==> config.mk <==
export PLATFORM = sky130hd
export DESIGN_NAME = commit_stage
export DESIGN_NICKNAME = d
export VERILOG_FILES = /design/src/source/lc3b_pkg.sv /design/src/source/commit_decode.sv /design/src/source/cc_unit.sv /design/src/source/commit_control.sv /design/src/source/commit_stage.sv
export SDC_FILE = /design/constraint.sdc
export NUM_CORES = 1
export LEC_CHECK = 0
export BUFFER_PORTS_ARGS = -buffer_cell sky130_fd_sc_hd__buf_4
export CAP_MARGIN = 25
export CORE_MARGIN = 4
export CORE_UTILIZATION = 33
export CTS_CLUSTER_DIAMETER = 150
export CTS_CLUSTER_SIZE = 40
export DETAILED_ROUTE_END_ITERATION = 16
export PLACE_DENSITY = 0.78
export SETUP_SLACK_MARGIN = 0.05
export SYNTH_ARGS = -nofsm -noshare
export SYNTH_HDL_FRONTEND = slang
export SYNTH_SLANG_ARGS = --single-unit
export TNS_END_PERCENT = 1
==> constraint.sdc <==
create_clock -name clk -period 1.7 [get_ports clk]
set_input_delay 0.17 -clock clk [delete_from_list [all_inputs] [get_ports clk]]
set_output_delay 0.17 -clock clk [all_outputs]
set_load 0.02 [all_outputs]
==> src/source/lc3b_pkg.sv <==
`default_nettype none

package lc3b_pkg;

	// datapath and reorder-buffer widths
	localparam int word_width = 16;
	localparam int rob_addr_width = 3;

	typedef logic [word_width-1:0] lc3b_word;
	typedef logic [2:0] lc3b_reg;
	typedef logic [rob_addr_width-1:0] lc3b_rob_addr;

	// bit 2 is n, bit 1 is z, bit 0 is p
	typedef logic [2:0] lc3b_nzp;

	// standard LC-3b opcode encoding
	typedef enum logic [3:0] {
		op_br   = 4'b0000,
		op_add  = 4'b0001,
		op_ldb  = 4'b0010,
		op_stb  = 4'b0011,
		op_jsr  = 4'b0100,
		op_and  = 4'b0101,
		op_ldr  = 4'b0110,
		op_str  = 4'b0111,
		op_rti  = 4'b1000,
		op_not  = 4'b1001,
		op_ldi  = 4'b1010,
		op_sti  = 4'b1011,
		op_jmp  = 4'b1100,
		op_shf  = 4'b1101,
		op_lea  = 4'b1110,
		op_trap = 4'b1111
	} lc3b_opcode;

	// the rob dest field holds a register number, except for BR where
	// it carries the nzp mask of the instruction
	typedef union packed {
		lc3b_reg rnum;
		lc3b_nzp nzp;
	} lc3b_dest;

	// how the head entry is retired
	typedef enum logic [2:0] {
		cls_branch,
		cls_alu,
		cls_indirect_load,
		cls_indirect_store,
		cls_link,
		cls_store,
		cls_trap,
		cls_none
	} commit_class;

	// codes after reset read as zero
	localparam lc3b_nzp cc_reset_value = 3'b010;

endpackage : lc3b_pkg

`default_nettype wire

==> src/source/commit_decode.sv <==
`default_nettype none

module commit_decode
	import lc3b_pkg::*;
(
	input  lc3b_opcode  opcode,
	output commit_class cls,
	output logic        writes_reg,
	output logic        sets_cc,
	output logic        redirects
);

	always_comb
	begin
		cls = cls_none;
		writes_reg = 1'b0;
		sets_cc = 1'b0;
		redirects = 1'b0;
		case (opcode)
			op_br:
			begin
				cls = cls_branch;
				// only taken on a misprediction
				redirects = 1'b1;
			end
			op_add, op_and, op_not, op_shf, op_lea, op_ldr, op_ldb:
			begin
				cls = cls_alu;
				writes_reg = 1'b1;
				sets_cc = 1'b1;
			end
			op_ldi:
			begin
				// flags apply to the second entry only
				cls = cls_indirect_load;
				writes_reg = 1'b1;
				sets_cc = 1'b1;
			end
			op_sti:
			begin
				cls = cls_indirect_store;
			end
			op_jsr:
			begin
				// link register write leaves the codes alone
				cls = cls_link;
				writes_reg = 1'b1;
			end
			op_str, op_stb:
			begin
				cls = cls_store;
			end
			op_trap:
			begin
				cls = cls_trap;
				writes_reg = 1'b1;
				redirects = 1'b1;
			end
			// rti and jmp have nothing to commit here
			default:
			begin
				cls = cls_none;
			end
		endcase
	end

endmodule : commit_decode

`default_nettype wire

==> src/source/cc_unit.sv <==
`default_nettype none

module cc_unit
	import lc3b_pkg::*;
(
	input  logic     clk,
	input  logic     reset,
	input  lc3b_word value,
	input  logic     ld_cc,
	input  lc3b_dest dest,
	output logic     branch_taken
);

	lc3b_nzp gen_cc;
	lc3b_nzp cc;

	// n from the sign bit, z when all zero, p otherwise
	always_comb
	begin
		if (value[word_width-1])
		begin
			gen_cc = 3'b100;
		end
		else if (value == '0)
		begin
			gen_cc = 3'b010;
		end
		else
		begin
			gen_cc = 3'b001;
		end
	end

	always_ff @(posedge clk)
	begin
		if (reset)
		begin
			cc <= cc_reset_value;
		end
		else if (ld_cc)
		begin
			cc <= gen_cc;
		end
	end

	// any flag selected by the branch mask makes it taken
	assign branch_taken = |(cc & dest.nzp);

endmodule : cc_unit

`default_nettype wire

==> src/source/commit_control.sv <==
`default_nettype none

module commit_control
	import lc3b_pkg::*;
(
	input  logic         clk,
	input  logic         reset,
	input  logic         valid,
	input  commit_class  cls,
	input  logic         writes_reg,
	input  logic         sets_cc,
	input  logic         redirects,
	input  logic         branch_taken,
	input  logic         predict,
	input  lc3b_rob_addr tag_of_dest,
	input  lc3b_rob_addr rob_addr,
	input  logic         dmem_resp,
	output logic         ld_regfile_value,
	output logic         ld_regfile_busy,
	output logic         ld_cc,
	output logic         retire,
	output logic         flush,
	output logic         pcmux_sel,
	output logic         dmem_write,
	output logic         ldstr_retire,
	output logic         use_trap_value
);

	// 0 while waiting for the first ldi/sti entry, 1 for the second
	logic phase;
	logic indirect;
	logic write_result;
	logic store_access;
	logic redirect;
	logic head_retire;

	assign indirect = (cls == cls_indirect_load) || (cls == cls_indirect_store);

	always_comb
	begin
		write_result = 1'b0;
		store_access = 1'b0;
		redirect = 1'b0;
		head_retire = 1'b0;
		if (valid)
		begin
			case (cls)
				cls_branch:
				begin
					head_retire = 1'b1;
					redirect = redirects && (branch_taken != predict);
				end
				cls_alu, cls_link, cls_trap:
				begin
					head_retire = 1'b1;
					write_result = writes_reg;
					redirect = redirects;
				end
				cls_indirect_load:
				begin
					// first entry only fetches the pointer
					head_retire = 1'b1;
					write_result = writes_reg && phase;
				end
				cls_indirect_store:
				begin
					if (phase)
					begin
						store_access = 1'b1;
					end
					else
					begin
						head_retire = 1'b1;
					end
				end
				cls_store:
				begin
					store_access = 1'b1;
				end
				default:
				begin
					head_retire = 1'b0;
				end
			endcase
		end
	end

	// register file and cc loads
	assign ld_regfile_value = write_result;
	// busy only clears if no younger entry has renamed the register
	assign ld_regfile_busy = write_result && (tag_of_dest == rob_addr);
	assign ld_cc = write_result && sets_cc;

	// stores hold the head until memory answers
	assign dmem_write = store_access;
	assign ldstr_retire = store_access && dmem_resp;
	assign retire = head_retire || (store_access && dmem_resp);

	assign flush = redirect;
	assign pcmux_sel = redirect;

	// selects trap_reg as the link value
	assign use_trap_value = (cls == cls_trap);

	always_ff @(posedge clk)
	begin
		if (reset)
		begin
			phase <= 1'b0;
		end
		else if (valid && retire && indirect)
		begin
			phase <= ~phase;
		end
	end

endmodule : commit_control

`default_nettype wire

==> src/source/commit_stage.sv <==
`default_nettype none

module commit_stage
	import lc3b_pkg::*;
(
	input  logic         clk,
	input  logic         reset,

	// reorder buffer head
	input  logic         valid,
	input  lc3b_opcode   opcode,
	input  lc3b_dest     dest,
	input  lc3b_word     value,
	input  logic         predict,
	input  lc3b_rob_addr tag_of_dest,
	input  lc3b_rob_addr rob_addr,
	input  logic         dmem_resp,
	input  lc3b_word     trap_reg,

	// register file
	output lc3b_reg      dest_a,
	output lc3b_word     value_out,
	output logic         ld_regfile_value,
	output logic         ld_regfile_busy,
	output lc3b_reg      dest_wr,

	output logic         retire,
	output logic         flush,

	// fetch
	output logic         pcmux_sel,
	output lc3b_word     new_pc,

	output logic         dmem_write,
	output logic         ldstr_retire
);

	commit_class cls;
	logic writes_reg;
	logic sets_cc;
	logic redirects;
	logic branch_taken;
	logic ld_cc;
	logic use_trap_value;

	assign dest_a = dest.rnum;
	assign dest_wr = dest.rnum;
	// branch and trap targets arrive in the value field
	assign new_pc = value;
	assign value_out = use_trap_value ? trap_reg : value;

	commit_decode decode0 (
		.opcode     (opcode),
		.cls        (cls),
		.writes_reg (writes_reg),
		.sets_cc    (sets_cc),
		.redirects  (redirects)
	);

	cc_unit cc0 (
		.clk          (clk),
		.reset        (reset),
		.value        (value),
		.ld_cc        (ld_cc),
		.dest         (dest),
		.branch_taken (branch_taken)
	);

	commit_control control0 (
		.clk              (clk),
		.reset            (reset),
		.valid            (valid),
		.cls              (cls),
		.writes_reg       (writes_reg),
		.sets_cc          (sets_cc),
		.redirects        (redirects),
		.branch_taken     (branch_taken),
		.predict          (predict),
		.tag_of_dest      (tag_of_dest),
		.rob_addr         (rob_addr),
		.dmem_resp        (dmem_resp),
		.ld_regfile_value (ld_regfile_value),
		.ld_regfile_busy  (ld_regfile_busy),
		.ld_cc            (ld_cc),
		.retire           (retire),
		.flush            (flush),
		.pcmux_sel        (pcmux_sel),
		.dmem_write       (dmem_write),
		.ldstr_retire     (ldstr_retire),
		.use_trap_value   (use_trap_value)
	);

endmodule : commit_stage

`default_nettype wire

==> summary.txt, run 1 <==
Outcome - finished with violations
Failing checks - negative setup slack
Final hold vios - 0
Startpoint types - input pin
DP Wirelength - 2930 um
DR iter-0 viols - 24
Total Wirelength - 3450 um
Fin. max-slew vios - 0
Initial Utilization - 34.7%
First-pass GRT wire length - 5070 um
WHS Path Cells - 3
Crit share post-route - 115%
Cell Count, Final, Fillers Out - 232
Top post-synthesis cells by area - buf_4 19%, mux2_2 19%, dfxtp_1 8.4%
# port buffers - 94
CP max stage cell - a221o_1
Clk pwr share - 15.5%
Cell area power density - 418 nW/um^2
Cell depth of the worst flop-to-flop path - 5
Antenna-violating nets left - 0
Multiplexer share of the synthesized area - 24.6%
Sw frac - 38.8%
Clk_skew - 0.00524 ns
CTS Buf Count - 3
FF-to-FF End - control0.phase
Residual DRC - 0
Post-Layout Inst Area - 1790 um^2
CTS hold repair buffers - 0
Yosys top cell by area - buf_4
Initial antenna violation count - 0
Gp weighted congestion - 0.820
Asr flop ratio synth - 0%
TritonCTS clock tree - built
Multi-input gate area - 779 um^2
CTS sink count - 4
RSZ-0062 raised after global routing - true
Register area share after synthesis - 8.37%
Buf+Inv Stages, Crit Path - 4
Clk Latency, worst-skew pair - 0.23 ns
Largest family of logic cells by synthesized area - multiplexers
Num rows - 19
Crit path cell chain - buf_8, inv_6, ha_4, inv_2, a21o_1, a221o_1, mux2i_1, nand2_1, nor3_4, buf_6
Reg area - 80.1 um^2
Vias in the first global route - 1232
Slew headroom - 72.2%
Switching pwr - 289 uW
Synth Area in XOR/XNOR - 3.66%
Flop and latch count out of synthesis - 4
Yosys warning count - 0
Largest net degree at the start of global routing - 17
Crit path max fanout - 5
Hold Crit Start - value[15]
DRT Pass-1 Iters - 4
Logic pwr share - 70.7%
Max Cap Violations - 0
Fin crit period - 1.96 ns
DP Area - 1670 um^2
Sequential share of power - 13.8%
Wire per inst - 14.9 um
H-Tree Level Count - 1
Max Fclk - 0.510 GHz
Post-synth top flop - dfxtp_1
Share of cells above drive strength 1 - 72.1%
Worst-margin pin slew - 0.416 ns
Buffer depth of the longest clock path - 2
Diode count - 0
Final nets - 257
Commonest non-fill, non-tap cells in the layout - 102 x buf_4, 16 x mux2_2, 6 x nand2b_1, 6 x nor2_1, 5 x nand2_1
Die footprint - 3830 um^2
Crit path DAT - 1.79 ns
Worst Hold End - cc0.cc[2]
GRT Util Overall - 17.2%
Cell family with most CP delay - compound AO/OA/AOI/OAI gates
Via count - 1164
Syn-to-layout area delta - 86.5%
Post-CTS setup buffers - 0
Die height - 61.9 um
Critical register-to-register path startpoint - control0.phase
Synth Net Count - 171
Post-Synth Adder-Cell Area - 5.23%
Internal power - 457 uW
Worst R2R Setup Slack - 0.14 ns
# fillers - 225
IO Pins - 95
Placed insts - 229
Endpoints failing setup - 24
Critical path's largest stage delay - 0.36 ns
Post-synth cell types - 36
WP data required - 1.53 ns
Die Wd - 61.9 um
Syn Inst Count - 117
CTS root buf - clkbuf_4
Cell Area, Synth - 957 um^2
Compound-Gate Fraction of Synth Area - 16.3%
Avg Cell Area, Syn - 8.18 um^2
Worst-path clk slew - 0.03 ns
Setup CP Type - input pin to primary output
Setup ws final - -0.260 ns
Top-area cell type share of the netlist area - 18.8%
Vias per cell - 5.02
Commonest non-fill, non-tap cell in the layout - buf_4
Hold WS - 0.253 ns
Grt ovf - 0
Number of synthesized flops with an enable pin - 0
Synth Area in Simple Gates - 19.3%
Lkg Pwr - 0.884 nW
Max IR drop VDD - 0.000303 V
Core area - 2760 um^2
Crit end category - primary output
Worst hold-check path type - input pin to flip-flop
==> per-stage QoR <==
stage                     setup slack (ns)  TNS (ns)  power [mW]  util (%)
after global routing                -0.356     -4.41       0.793      64.7
after CTS                           -0.280     -4.05       0.730      62.4
final                               -0.260     -2.87       0.746      64.7
after global placement              -0.323     -7.28       0.586      60.5
after floorplan                     -0.167     -1.64       0.383         -
after detailed placement            -0.383     -8.17       0.597      60.5
==> timing repair <==
action,CTS,global route
setup endpoints to repair,27,27
resized for setup,6,14
pin swaps,3,2
==> area by class of cell <==
cell class / count / share of cell area (%)
Tap cell: 31 / 2.17
Sequential cell: 4 / 4.48
Inverter: 5 / 1.47
Multi-Input combinational cell: 82 / 43.7
Clock buffer: 3 / 1.26
Timing Repair Buffer: 107 / 47.0
==> registers in the layout, indices dropped and copies added (netlist names) <==
name,cells
cc0.cc,3
control0.phase,1
==> routing by layer <==
| layer | global-route usage [%] | vias up | wire (um) |
|---|---|---|---|
| li1 | - | 568 | - |
| met1 | 18.6 | 521 | 1160 |
| met2 | 32.4 | 69 | 1860 |
| met3 | 3.93 | 6 | 372 |
| met4 | 6.06 | 0 | 53 |
| met5 | 0 | - | 0 |
==> worst register-to-register path: stages (launching register included) <==
cell and delay, ns:
dfxtp_1 0.38, inv_1 0.08, o32ai_1 0.43, a31oi_4 0.14, nand2_1 0.11, mux2_4 0.29
==> synthesized netlist by cell type (all sizes together), types with 2 or more instances <==
cell	number
o32ai	3
and3	2
dfxtp	4
nand2	5
nand2b	8
mux2i	4
buf	26
xnor2	4
nor2	7
mux2	17
a21o	2
nand3	3
ha	4
a21oi	3
o21ai	2
nor4	4
inv	5
==> cells by family (layout without fill, tap and decap cells) <==
kind of cell	count (synthesis)	after routing
muxes	21	21
and+or+nand+nor	33	33
buffers and inverters	31	115
xor gates and xnor gates	4	4
AOI/OAI and AO/OA	20	20
DFF	4	4
adders and majority gates	4	4
==> how the worst max path moves through the flow <==
stage	from	endpoint	slack, ns	cells after the start
6_report	opcode[0]	ld_regfile_busy	-0.26	10
5_1_grt	opcode[0]	ld_regfile_busy	-0.36	10
4_1_cts	opcode[1]	ld_regfile_busy	-0.28	10
3_5_place_dp	opcode[0]	control0.phase	-0.38	8
3_3_place_gp	opcode[0]	control0.phase	-0.32	8
2_1_floorplan	opcode[0]	pcmux_sel	-0.17	8
==> power by group through the flow <==
| stage | Combinational [mW] | Clock, mW | Sequential, mW |
|---|---|---|---|
| 6_report | 0.527 | 0.116 | 0.103 |
| 5_1_grt | 0.566 | 0.124 | 0.104 |
| 4_1_cts | 0.505 | 0.122 | 0.103 |
| 3_5_place_dp | 0.493 | 0 | 0.104 |
| 3_3_place_gp | 0.482 | 0 | 0.104 |
| 2_1_floorplan | 0.279 | 0 | 0.103 |
Note: power is estimated with default switching activity, not from simulation.
==> run 2: changes to the inputs <==
ABC_AREA = 1   (was unset)
PLACE_DENSITY = 0.76   (was 0.78)
==> summary.txt, run 2 <==
Largest regs - cc0.cc (3), control0.phase (1)
Largest reg by FF count - cc0.cc
Clk_skew - 0.00321 ns
Top post-synthesis cells by area - buf_4 17%, inv_1 9.3%, nand2_1 8.2%
Register area share after synthesis - 7.97%
Max FFs per register - 3
Crit end category - primary output
First-pass GRT wire length - 5500 um
Yosys top cell by area - buf_4
Total Wirelength - 3430 um
Cell area power density - 439 nW/um^2
RSZ-0062 raised after global routing - true
Worst hold-check path type - input pin to flip-flop
DR iter-0 viols - 25
Largest net degree at the start of global routing - 17
Avg Cell Area, Syn - 6.20 um^2
Syn-to-layout area delta - 104%
Die Wd - 63.2 um
Number of synthesized flops with an enable pin - 0
Post-place setup slack - -0.182 ns
GRT Util Overall - 16.3%
Diode count - 0
Max Cap Violations - 0
Max IR drop VDD - 0.000265 V
Commonest non-fill, non-tap cell in the layout - buf_4
Post-Layout Inst Area - 2050 um^2
CP max stage cell - mux2_4
Fin crit period - 1.76 ns
Cell Area, Synth - 1000 um^2
# port buffers - 94
Grt ovf - 0
Vias per cell - 4.73
Flop and latch count out of synthesis - 4
TritonCTS clock tree - built
Wire per inst - 12.2 um
Worst R2R Setup Slack - 0.54 ns
IO Pins - 95
Post-synth top flop - dfxtp_1
Share of cells above drive strength 1 - 69.3%
Residual DRC - 0
DP Area - 1860 um^2
FF-to-FF End - control0.phase
Final hold vios - 0
Post-layout util - 72.4%
Crit share post-route - 104%
Worst-path clk slew - 0.04 ns
WP data required - 1.53 ns
Fin. max-slew vios - 0
Outcome - finished with violations
Syn Inst Count - 162
Endpoints failing setup - 6
Clk Latency, worst-skew pair - 0.24 ns
Lkg Pwr - 1.07 nW
Gp weighted congestion - 0.881
Final nets - 307
Critical path's largest stage delay - 0.30 ns
Crit-path most repeated cell - nand2_4
Initial antenna violation count - 0
Setup ws final - -0.0603 ns
Total power after layout - 899 uW
Most instantiated library cell after synthesis - inv_1
# fillers - 223
Cell depth of the worst flop-to-flop path - 9
Via count - 1335
Startpoint types - input pin
CP Launch Point - opcode[0]
CTS sink count - 4
Buffer depth of the longest clock path - 2
Post-synth cell types - 28
Num rows - 19
Failing checks - negative setup slack
CTS Buf Count - 3
Core area - 2830 um^2
H-Tree Level Count - 1
Vias in the first global route - 1347
DP Wirelength - 2890 um
Asr flop ratio synth - 0%
Crit path max fanout - 8
Antenna-violating nets left - 0
Critical path endpoint - value_out[6]
Setup CP Type - input pin to primary output
Critical register-to-register path startpoint - control0.phase
Slew headroom - 82.3%
Die height - 63.2 um
Top-area cell type share of the netlist area - 17.2%
Yosys warning count - 0
Commonest non-fill, non-tap cells in the layout - 98 x buf_4, 21 x inv_1, 19 x nand2_1, 13 x a21oi_4, 12 x nor2_2
Synth Net Count - 216
Worst-margin pin slew - 0.263 ns
Die footprint - 3990 um^2
Commonest cells post-synth - 25 x inv_1, 23 x buf_4, 22 x nand2_1
Crit path DAT - 1.59 ns
DRT Pass-1 Iters - 4
Crit path cell chain - buf_8, inv_4, ha_4, nor2_4, nand2_4, nand2_4, nor2_8, nand3_4, buf_12, mux2_4, buf_6
Initial Utilization - 35.5%
CTS root buf - clkbuf_4
Setup_tns - -0.270 ns
Max Fclk - 0.568 GHz
==> run 2: worst min-delay path by stage <==
stage / startpoint / to / slack [ns] / cells past startpoint
after floorplan: reset / cc0.cc[0] / 0.24 / 1
after global placement: reset / cc0.cc[0] / 0.34 / 2
after detailed placement: reset / cc0.cc[0] / 0.34 / 2
after CTS: reset / cc0.cc[0] / 0.09 / 2
after global routing: reset / cc0.cc[0] / 0.09 / 2
final: reset / cc0.cc[0] / 0.09 / 2
==> run 2: through the flow <==
step                      std cells  hold slack, ns
after floorplan                 162           0.239
after global placement          275           0.337
after detailed placement        275           0.339
after CTS                       279          0.0858
after global routing            282          0.0855
final                           282          0.0908
==> run 2: what timing repair did <==
| item | CTS | global route |
|---|---|---|
| setup endpoints to repair | 23 | 23 |
| hold buffers | 0 | 0 |
| endpoints found under the hold margin | 0 | 0 |
| pin swaps | 10 | 6 |
| buffers inserted | 1 | 3 |
| resized for setup | 35 | 8 |
==> run 2: area by class of cell <==
cell class              instances  area [um^2]  share of cell area [%]
clock buffers                   3         22.5                    1.10
well taps                      31         38.8                    1.89
inverters                      28          111                    5.44
flip-flops and latches          4         80.1                    3.91
repair buffers                111          907                    44.3
multi-input cells             105          887                    43.3
==> run 2: critical path: cells and delay by family <==
family	cells	cell delay, ns
adder cells (fa/ha/maj)	1	0.27
buffers and inverters	4	0.42
multiplexers	1	0.30
AND/OR/NAND/NOR	5	0.44
==> run 2: cell families (layout without fill, tap and decap cells) <==
kind of cell | after synthesis | in the layout | share of synthesized area, %
AND/OR/NAND/NOR | 72 | 72 | 37.5
multiplexers | 4 | 4 | 4.48
adder cells (fa/ha/maj) | 4 | 4 | 4.98
buffers and inverters | 53 | 142 | 28.8
XOR/XNOR | 4 | 4 | 3.49
AO/OA/AOI/OAI | 21 | 21 | 12.8
flip-flops | 4 | 4 | 7.97
==> run 2: report_power, final <==
part,switching (mW),total [mW],leakage [nW],internal (mW)
Sequential,0.00387,0.105,0.0326,0.101
Clock,0.0444,0.124,0.0138,0.0793
Combinational,0.339,0.671,1.02,0.332
Total,0.387,0.899,1.07,0.512
==> run 2: routing by layer <==
layer | vias up | wire (um) | part of all wire [%] | track usage, %
met1 | 605 | 1210 | 35 | 16.5
met4 | 0 | 16 | 0.47 | 3.77
met3 | 2 | 380 | 11 | 7.28
met2 | 61 | 1820 | 53 | 30.4
met5 | - | 0 | 0 | 0
li1 | 667 | - | - | -
